**config.mk**
```make
export PLATFORM = sky130hd
export DESIGN_NAME = aluSystem
export DESIGN_NICKNAME = d
export VERILOG_FILES = /design/src/verilog/aluPkg.sv /design/src/verilog/datapathPkg.sv /design/src/verilog/alu.sv /design/src/verilog/aluSystem.sv /design/src/verilog/dataMemory.sv /design/src/verilog/regBank.sv
export SDC_FILE = /design/constraint.sdc
export NUM_CORES = 2
export LEC_CHECK = 0
export ABC_AREA = 0
export ABC_CLOCK_PERIOD_IN_PS = 39100
export BUFFER_PORTS_ARGS = -buffer_cell sky130_fd_sc_hd__buf_2
export CAP_MARGIN = 20
export CORE_MARGIN = 2
export CORE_UTILIZATION = 50
export CTS_CLUSTER_DIAMETER = 120
export DETAILED_ROUTE_END_ITERATION = 8
export PLACE_DENSITY_LB_ADDON = 0.1
export SYNTH_ARGS = -nofsm -noshare
export SYNTH_HDL_FRONTEND = slang
export SYNTH_SLANG_ARGS = --single-unit
```
**constraint.sdc**
```tcl
create_clock -name CLK -period 39.1 [get_ports CLK]
set_input_delay 5.865 -clock CLK [delete_from_list [all_inputs] [get_ports CLK]]
set_output_delay 5.865 -clock CLK [all_outputs]
set_load 0.05 [all_outputs]
```
**src/verilog/aluPkg.sv**
```systemverilog
// ALU function and flag definitions
package aluPkg;

    localparam int AluFunWidth = 4; // sixteen functions

    typedef enum logic [AluFunWidth-1:0] {
        aluPassA = 4'h0,
        aluPassB = 4'h1,
        aluNotA  = 4'h2,
        aluNotB  = 4'h3,
        aluAdd   = 4'h4,
        aluAddc  = 4'h5, // add with registered carry
        aluSub   = 4'h6, // carry means borrow
        aluAnd   = 4'h7,
        aluOr    = 4'h8,
        aluXor   = 4'h9,
        aluLsl   = 4'hA,
        aluLsr   = 4'hB,
        aluAsl   = 4'hC,
        aluAsr   = 4'hD,
        aluRolc  = 4'hE, // rotate left through carry
        aluRorc  = 4'hF  // rotate right through carry
    } aluFun_t;

    // Z bit 3, C bit 2, N bit 1, O bit 0
    typedef struct packed {
        logic zero;
        logic carry;
        logic negative;
        logic overflow;
    } aluFlags_t;

endpackage

```
**src/verilog/datapathPkg.sv**
```systemverilog
// Datapath control definitions
package datapathPkg;

    localparam int DataWidth   = 8; // datapath word
    localparam int AddrWidth   = 8; // data memory address
    localparam int NumGpRegs   = 4; // general bank
    localparam int NumAddrRegs = 3; // PC, AR, SP
    localparam int RegSelWidth = 2; // read and write selects

    typedef enum logic [1:0] {
        regDec  = 2'd0,
        regInc  = 2'd1,
        regLoad = 2'd2,
        regClr  = 2'd3
    } regFun_t;

    typedef enum logic [1:0] {
        srcAImm   = 2'd0, // immediate byte of the micro-op
        srcAMem   = 2'd1, // memory read data
        srcAAddrC = 2'd2, // address bank port C
        srcAAlu   = 2'd3  // ALU result
    } srcASel_t;

    // code 0 is unused here, the top level treats it as immediate
    typedef enum logic [1:0] {
        srcBImm = 2'd1,
        srcBMem = 2'd2,
        srcBAlu = 2'd3
    } srcBSel_t;

    typedef struct packed {
        logic                   wrEn;   // apply fun to wrSel
        logic [RegSelWidth-1:0] wrSel;
        regFun_t                fun;
        logic [RegSelWidth-1:0] rdSelA; // port A, or C in address bank
        logic [RegSelWidth-1:0] rdSelB; // port B, or D in address bank
    } bankCtrl_t;

    typedef struct packed {
        bankCtrl_t            gp;     // general bank
        bankCtrl_t            addr;   // address bank
        srcASel_t             srcA;   // general bank input
        srcBSel_t             srcB;   // address bank input
        logic                 aluA;   // 1 general port A, 0 address port C
        aluPkg::aluFun_t      aluFun;
        logic                 flagEn;
        logic                 memWr;
        logic                 memRd;
        logic [DataWidth-1:0] imm;
    } microOp_t;

endpackage

```
**src/verilog/alu.sv**
```systemverilog
// Sixteen-function ALU with flags
`timescale 1ns/1ps

module alu (
    input  logic                                CLK,
    input  logic                                rstN_i,
    input  aluPkg::aluFun_t                     fun_i,
    input  logic                                flagEn_i,
    input  logic [datapathPkg::DataWidth-1:0]   a_i,
    input  logic [datapathPkg::DataWidth-1:0]   b_i,
    output logic [datapathPkg::DataWidth-1:0]   result_o,
    output aluPkg::aluFlags_t                   flags_o
);

    aluPkg::aluFlags_t                  flagsQ;   // registered ZCNO
    logic [datapathPkg::DataWidth:0]    addWide;  // sum with carry out
    logic [datapathPkg::DataWidth:0]    subWide;  // difference with borrow
    logic                               carryAdd; // carry into adder
    logic                               aMsb;
    logic                               bMsb;
    logic                               rMsb;
    logic                               cNext;    // carry produced this cycle
    logic                               cDef;     // function defines carry
    logic                               oNext;

    assign aMsb = a_i[datapathPkg::DataWidth-1];
    assign bMsb = b_i[datapathPkg::DataWidth-1];
    assign rMsb = result_o[datapathPkg::DataWidth-1];

    // addc takes the stored carry, add takes none
    assign carryAdd = (fun_i == aluPkg::aluAddc) & flagsQ.carry;
    assign addWide  = {1'b0, a_i} + {1'b0, b_i}
                    + {{datapathPkg::DataWidth{1'b0}}, carryAdd};
    assign subWide  = {1'b0, a_i} - {1'b0, b_i};

    always_comb begin
        cNext = 1'b0;
        cDef  = 1'b0;
        case (fun_i)
            aluPkg::aluPassA: result_o = a_i;
            aluPkg::aluPassB: result_o = b_i;
            aluPkg::aluNotA:  result_o = ~a_i;
            aluPkg::aluNotB:  result_o = ~b_i;
            aluPkg::aluAdd, aluPkg::aluAddc: begin
                result_o = addWide[datapathPkg::DataWidth-1:0];
                cNext    = addWide[datapathPkg::DataWidth];
                cDef     = 1'b1;
            end
            aluPkg::aluSub: begin
                result_o = subWide[datapathPkg::DataWidth-1:0];
                cNext    = subWide[datapathPkg::DataWidth]; // set on borrow
                cDef     = 1'b1;
            end
            aluPkg::aluAnd:   result_o = a_i & b_i;
            aluPkg::aluOr:    result_o = a_i | b_i;
            aluPkg::aluXor:   result_o = a_i ^ b_i;
            aluPkg::aluLsl: begin
                result_o = a_i << 1;
                cNext    = aMsb; // bit shifted out
                cDef     = 1'b1;
            end
            aluPkg::aluLsr: begin
                result_o = a_i >> 1;
                cNext    = a_i[0];
                cDef     = 1'b1;
            end
            aluPkg::aluAsl:   result_o = a_i << 1;              // carry kept
            aluPkg::aluAsr:   result_o = {aMsb, a_i[datapathPkg::DataWidth-1:1]};
            aluPkg::aluRolc: begin
                result_o = {a_i[datapathPkg::DataWidth-2:0], flagsQ.carry};
                cNext    = aMsb;
                cDef     = 1'b1;
            end
            default: begin // rorc
                result_o = {flagsQ.carry, a_i[datapathPkg::DataWidth-1:1]};
                cNext    = a_i[0];
                cDef     = 1'b1;
            end
        endcase
    end

    // signed overflow, cleared for functions that do not define it
    always_comb begin
        case (fun_i)
            aluPkg::aluAdd, aluPkg::aluAddc: oNext = (aMsb == bMsb) && (rMsb != aMsb);
            aluPkg::aluSub:                  oNext = (aMsb != bMsb) && (rMsb != aMsb);
            aluPkg::aluAsl:                  oNext = (rMsb != aMsb); // sign changed
            default:                         oNext = 1'b0;
        endcase
    end

    always_ff @(posedge CLK or negedge rstN_i) begin
        if (!rstN_i) begin
            flagsQ <= '0;
        end else if (flagEn_i) begin
            flagsQ.zero     <= (result_o == '0);
            flagsQ.negative <= rMsb;
            flagsQ.overflow <= oNext;
            if (cDef) begin
                flagsQ.carry <= cNext;
            end
        end
    end

    assign flags_o = flagsQ;

endmodule

```
**src/verilog/aluSystem.sv**
```systemverilog
// Processor datapath top level
`timescale 1ns/1ps

module aluSystem (
    input  logic                                CLK,
    input  logic                                rstN_i,
    input  datapathPkg::microOp_t               op_i,
    output logic [datapathPkg::DataWidth-1:0]   aluOut_o,
    output aluPkg::aluFlags_t                   flags_o,
    output logic [datapathPkg::DataWidth-1:0]   memOut_o,
    output logic [datapathPkg::AddrWidth-1:0]   addr_o
);

    logic [datapathPkg::DataWidth-1:0] gpWrData;   // source A mux
    logic [datapathPkg::DataWidth-1:0] addrWrData; // source B mux
    logic [datapathPkg::DataWidth-1:0] gpA;
    logic [datapathPkg::DataWidth-1:0] gpB;
    logic [datapathPkg::DataWidth-1:0] addrC;
    logic [datapathPkg::DataWidth-1:0] addrD;      // memory address
    logic [datapathPkg::DataWidth-1:0] aluOpA;
    logic [datapathPkg::DataWidth-1:0] aluResult;
    logic [datapathPkg::DataWidth-1:0] memData;

    always_comb begin
        case (op_i.srcA)
            datapathPkg::srcAImm:   gpWrData = op_i.imm;
            datapathPkg::srcAMem:   gpWrData = memData;
            datapathPkg::srcAAddrC: gpWrData = addrC;
            default:                gpWrData = aluResult;
        endcase
    end

    always_comb begin
        case (op_i.srcB)
            datapathPkg::srcBMem: addrWrData = memData;
            datapathPkg::srcBAlu: addrWrData = aluResult;
            default:              addrWrData = op_i.imm; // also code 0
        endcase
    end

    assign aluOpA = op_i.aluA ? gpA : addrC; // operand B is always gpB

    regBank #(.NumRegs(datapathPkg::NumGpRegs)) gpBank (
        .CLK      (CLK),
        .rstN_i   (rstN_i),
        .ctrl_i   (op_i.gp),
        .wrData_i (gpWrData),
        .rdA_o    (gpA),
        .rdB_o    (gpB)
    );

    // PC, AR, SP at selects 0 to 2
    regBank #(.NumRegs(datapathPkg::NumAddrRegs)) addrBank (
        .CLK      (CLK),
        .rstN_i   (rstN_i),
        .ctrl_i   (op_i.addr),
        .wrData_i (addrWrData),
        .rdA_o    (addrC),
        .rdB_o    (addrD)
    );

    alu aluUnit (
        .CLK      (CLK),
        .rstN_i   (rstN_i),
        .fun_i    (op_i.aluFun),
        .flagEn_i (op_i.flagEn),
        .a_i      (aluOpA),
        .b_i      (gpB),
        .result_o (aluResult),
        .flags_o  (flags_o)
    );

    dataMemory dataMem (
        .CLK      (CLK),
        .addr_i   (addrD),
        .wrData_i (aluResult), // stores take the ALU result
        .wr_i     (op_i.memWr),
        .rd_i     (op_i.memRd),
        .rdData_o (memData)
    );

    assign aluOut_o = aluResult;
    assign memOut_o = memData;
    assign addr_o   = addrD;

endmodule

```
**src/verilog/dataMemory.sv**
```systemverilog
// Byte-wide data memory
`timescale 1ns/1ps

module dataMemory (
    input  logic                                CLK,
    input  logic [datapathPkg::AddrWidth-1:0]   addr_i,
    input  logic [datapathPkg::DataWidth-1:0]   wrData_i,
    input  logic                                wr_i,
    input  logic                                rd_i,
    output logic [datapathPkg::DataWidth-1:0]   rdData_o
);

    logic [datapathPkg::DataWidth-1:0] mem [2**datapathPkg::AddrWidth]; // 256 bytes

    always_ff @(posedge CLK) begin
        if (wr_i) begin
            mem[addr_i] <= wrData_i; // store at edge
        end
    end

    // read is combinational, zero when not reading
    assign rdData_o = rd_i ? mem[addr_i] : '0;

endmodule

```
**src/verilog/regBank.sv**
```systemverilog
// Counting register bank
`timescale 1ns/1ps

module regBank #(
    parameter int NumRegs = 4
) (
    input  logic                                CLK,
    input  logic                                rstN_i,
    input  datapathPkg::bankCtrl_t              ctrl_i,
    input  logic [datapathPkg::DataWidth-1:0]   wrData_i,
    output logic [datapathPkg::DataWidth-1:0]   rdA_o,
    output logic [datapathPkg::DataWidth-1:0]   rdB_o
);

    logic [datapathPkg::DataWidth-1:0] regs [NumRegs]; // register contents

    // only the selected register moves
    always_ff @(posedge CLK or negedge rstN_i) begin
        if (!rstN_i) begin
            for (int i = 0; i < NumRegs; i++) begin
                regs[i] <= '0;
            end
        end else if (ctrl_i.wrEn) begin
            for (int i = 0; i < NumRegs; i++) begin
                if (ctrl_i.wrSel == i[datapathPkg::RegSelWidth-1:0]) begin
                    case (ctrl_i.fun)
                        datapathPkg::regDec:  regs[i] <= regs[i] - 1'b1; // wraps at zero
                        datapathPkg::regInc:  regs[i] <= regs[i] + 1'b1;
                        datapathPkg::regLoad: regs[i] <= wrData_i;
                        default:              regs[i] <= '0;             // clear
                    endcase
                end
            end
        end
    end

    // read ports, a select past the last register gives zero
    always_comb begin
        rdA_o = '0;
        rdB_o = '0;
        for (int i = 0; i < NumRegs; i++) begin
            if (ctrl_i.rdSelA == i[datapathPkg::RegSelWidth-1:0]) begin
                rdA_o = regs[i];
            end
            if (ctrl_i.rdSelB == i[datapathPkg::RegSelWidth-1:0]) begin
                rdB_o = regs[i];
            end
        end
    end

endmodule
```
==> summary.md <==
| Metric | Value |
|---|---|
| Tmin final | `~19 ns` |
| Setup ws final | `20.28 ns` |
| Num CTS Buffers | `212` |
| Post-DP HPWL | `about 170000 µm` |
| Final Max Tran Viols | `0` |
| Worst r2r path cells | `16` |
| CTS root buf | `clkbuf_16` |
| Post-CTS Resized | `0` |
| Hold Path Depth | `1` |
| HP Start | `aluUnit.flags_o[1]` |
| Core area | `0.176 mm²` |
| Reg2reg start | `addrBank.regs[3]` |
| Clk pwr share | `0.311` |
| Fin. Hold Viols | `0` |
| Worst path required time | `between 30 and 40 ns` |
| RSZ-0062 raised after global routing | `no` |
| I/O pins | `68` |
| Row cnt | `154` |
| Worst-path fanout max | `27` |
| Chip height | `between 400 and 500 µm` |
| Fmax achieved | `roughly 0.053 GHz` |
| First-pass GRT wire length | `400000 µm` |
| Antenna violations before repair | `16` |
| Die width | `424 µm` |
| Startpoint types | `primary input` |
| Max Cap Violations | `0` |
| Switching share of power | `0.327` |
| Routed wire length | `about 280000 µm` |
| Initial Util | `0.502` |
| Hold Path Sink | `aluUnit.flags_o[1]` |
| Worst path cell trace | `buf_2, nand3b_1, o21a_4, buf_4, inv_6, buf_4, nor3_4, buf_4, buf_4, a22o_1, a221oi_1, nand4_1, a2111oi_0, and4_1, buf_2` |
| Post-Syn Instances | `6479` |
| Synth Register Bits | `2108` |
| CP Buf/Inv Count | `7` |
| R2R Path End | `addrBank.regs[19]` |
| Setup TNS | `0 ns` |
| Yosys cell types | `83` |
| Cell-internal power | `approximately 4.3 mW` |
| Slew of the pin with the lowest slew margin | `between 1 and 1.5 ns` |
| Sequential fraction of the synthesis area | `0.715` |
| Status | `finished, final reports clean` |
| Slew margin rel. | `0.179` |
| First DRT Iteration DRCs | `~8100` |
| Seq pwr share | `0.447` |
| Slowest-stage cell, CP | `a2111oi_0` |
| GRT Resource Usage Total | `0.311` |
| H-tree levels | `4` |
| Worst VDD drop | `0.0000784 V` |
| Fin nets | `roughly 6700` |
| Ys Warns | `0` |
| Vias | `about 57000` |
| Post-placement setup slack | `between 20 and 25 ns` |
| Ys flop type | `edfxtp_1` |
| Switching power | `between 2 and 2.5 mW` |
| Post-synthesis async set-or-reset flop share | `0.0285` |
| Wire per inst | `31.0 µm` |
| Post-CTS Setup Bufs | `0` |
| PwrDens | `approximately 66 mW/mm²` |
| Setup violations, final | `0` |
| DRT antenna net count | `0` |
| Mean Syn Cell Area | `between 10 and 15 µm²` |
| Total gr overflow | `0` |
| Reg2reg setup slack | `~32 ns` |
| Max Root-Sink Buffers | `3` |
| Cts hold-fix bufs | `0` |
| GP Congestion | `around 0.9` |
| Layout Skew | `about 0.037 ns` |
| P_leak | `between 30 and 40 nW` |
| 1st-pass router iterations | `6` |
| P&R area growth vs syn | `10.9%` |
| Post-route cell area | `~0.098 mm²` |
| DP Area | `roughly 0.091 mm²` |
| Final cycle utilization of the critical path | `0.481` |
| Nature of the critical path endpoint | `output port` |
| CP most frequent cell | `buf_4` |
| TritonCTS clock tree | `yes` |
| Filler Cell Count | `between 10000 and 15000` |
| Worst EP arrival | `12.96 ns` |
| Drt drc | `0` |
| Largest net degree at the start of global routing | `around 210` |
| Post-synth EDFFs | `between 2000 and 2500` |
| Clk pin slew, worst setup/hold paths | `0.05 ns` |
| Number of buffers added on ports | `between 60 and 70` |
| Clock sinks | `2108` |
| Syn Nets | `6597` |
| Comb power frac | `0.242` |
| Layout cells sized above 1 | `0.0951` |
| Worst Hold Class | `reg -> reg` |
| Die area | `around 0.18 mm²` |
| Critical path class | `in -> out` |
| Vias per cell | `6.26` |
| Vias in the first global route | `about 53000` |
| Clock latency on the worst-skew pair | `around 0.86 ns` |
| Max incr delay on CP | `around 1.2 ns` |
| Mapped cell area | `~0.088 mm²` |
| Fin util | `0.557` |
| Top delay family on crit path | `buffers and inverters` |
cell usage after synthesis, types with 23 or more instances:
library cell,instances,area share
and3_1,37,0.0026
mux4_2,43,0.011
inv_1,79,0.0034
a32oi_1,35,0.0035
ha_1,68,0.0097
nor2_1,399,0.017
a21oi_1,174,0.0099
a221oi_1,30,0.0030
a22oi_1,116,0.0099
nand4_1,129,0.0092
buf_4,51,0.0043
o21ai_0,99,0.0056
nand2_1,1358,0.058
buf_6,34,0.0043
dfrtp_1,60,0.017
o22ai_1,23,0.0016
clkbuf_1,128,0.0055
nor3_1,27,0.0015
nand3_1,556,0.032
buf_2,136,0.0077
buf_1,33,0.0014
mux2i_1,376,0.043
o21bai_1,23,0.0020
xnor2_1,37,0.0037
edfxtp_1,2048,0.70
a31oi_1,78,0.0055
per-stage QoR:
step	hold slack, ns	power, mW	cells
4_1_cts	0.501	6.42	9055
6_report	0.499	6.44	9065
3_3_place_gp	0.488	4.43	8654
3_5_place_dp	0.490	4.45	8661
5_1_grt	0.515	6.63	9060
2_1_floorplan	0.505	3.94	6479
metal layers:
metal  GRT usage  wire length [µm]  up-vias
met5           0                74        -
met1       0.448            115000    28800
met3      0.0675             29000      546
li1            -                 -    24400
met4       0.122             12000       12
met2       0.463            125000     3027
power by group through the flow:
stage	logic, mW	clock network [mW]	registers (mW)
floorplan	0.864	0	3.08
global placement	1.51	0	2.92
detailed placement	1.53	0	2.92
CTS	1.53	2.02	2.88
global route	1.64	2.11	2.88
finish	1.56	2.00	2.88
cell type report:
cell class                      instances  area [µm²]  area share
Clock inverter                        136        1170      0.0120
Antenna cell                            5        12.5    0.000128
Multi-Input combinational cell       3897       22900       0.234
Inverter                               89         359     0.00368
Clock buffer                          258        5580      0.0572
Timing Repair Buffer                  232        1760      0.0180
Tap cell                             2340        2930      0.0300
Sequential cell                      2108       63000       0.645
worst max path at each step:
stage               startpoint     endpoint  slack [ns]  depth (start not counted)
floorplan             op_i[31]  aluOut_o[6]       16.58                         15
global placement      op_i[21]  memOut_o[3]       20.54                         15
detailed placement    op_i[21]  memOut_o[3]       20.50                         15
CTS                   op_i[21]  memOut_o[3]       20.49                         15
global route          op_i[21]  memOut_o[3]       20.36                         15
finish                op_i[21]  memOut_o[3]       20.28                         15
kinds of logic after synthesis:
group                    after synthesis  share of synthesized area
XOR/XNOR                              52                    0.00517
flip-flops                          2108                      0.715
AND/OR/NAND/NOR                     2576                      0.126
AO/OA/AOI/OAI                        761                     0.0591
buffers and inverters                474                     0.0274
multiplexers                         430                     0.0551
adder cells (fa/ha/maj)               78                     0.0119
placed cells by master, fill, tap and decap left out, types with 67 or more instances in the layout:
cell	n
clkbuf_16	217
buf_2	67
edfxtp_1	2048
nand4_1	129
a22oi_1	115
ha_1	68
nor2_1	395
a31oi_1	78
nand3_1	548
inv_1	78
o21ai_0	96
nand2_1	1357
mux2i_1	376
a21oi_1	174
buf_4	147
registers in the layout, summed over array words and instances (netlist names):
| name | count |
|---|---|
| addrBank.regs | 24 |
| aluUnit.flags_o | 4 |
| dataMem.mem | 2048 |
| gpBank.regs | 32 |
worst reg2reg max path, stage by stage (launching register included):
cell and delay (ns):
dfrtp_1 0.40, nand3b_1 0.40, o21a_4 0.40, buf_4 0.33, inv_6 0.42, buf_4 0.58
nor3_4 0.08, buf_4 0.31, buf_4 0.37, a22o_1 0.31, a221oi_1 0.54, nand4_1 0.52
a2111oi_0 1.17, and4_1 0.71, mux2i_1 0.15, a21o_1 0.29, a21oi_1 0.15
(Power assumes the default switching activity.)
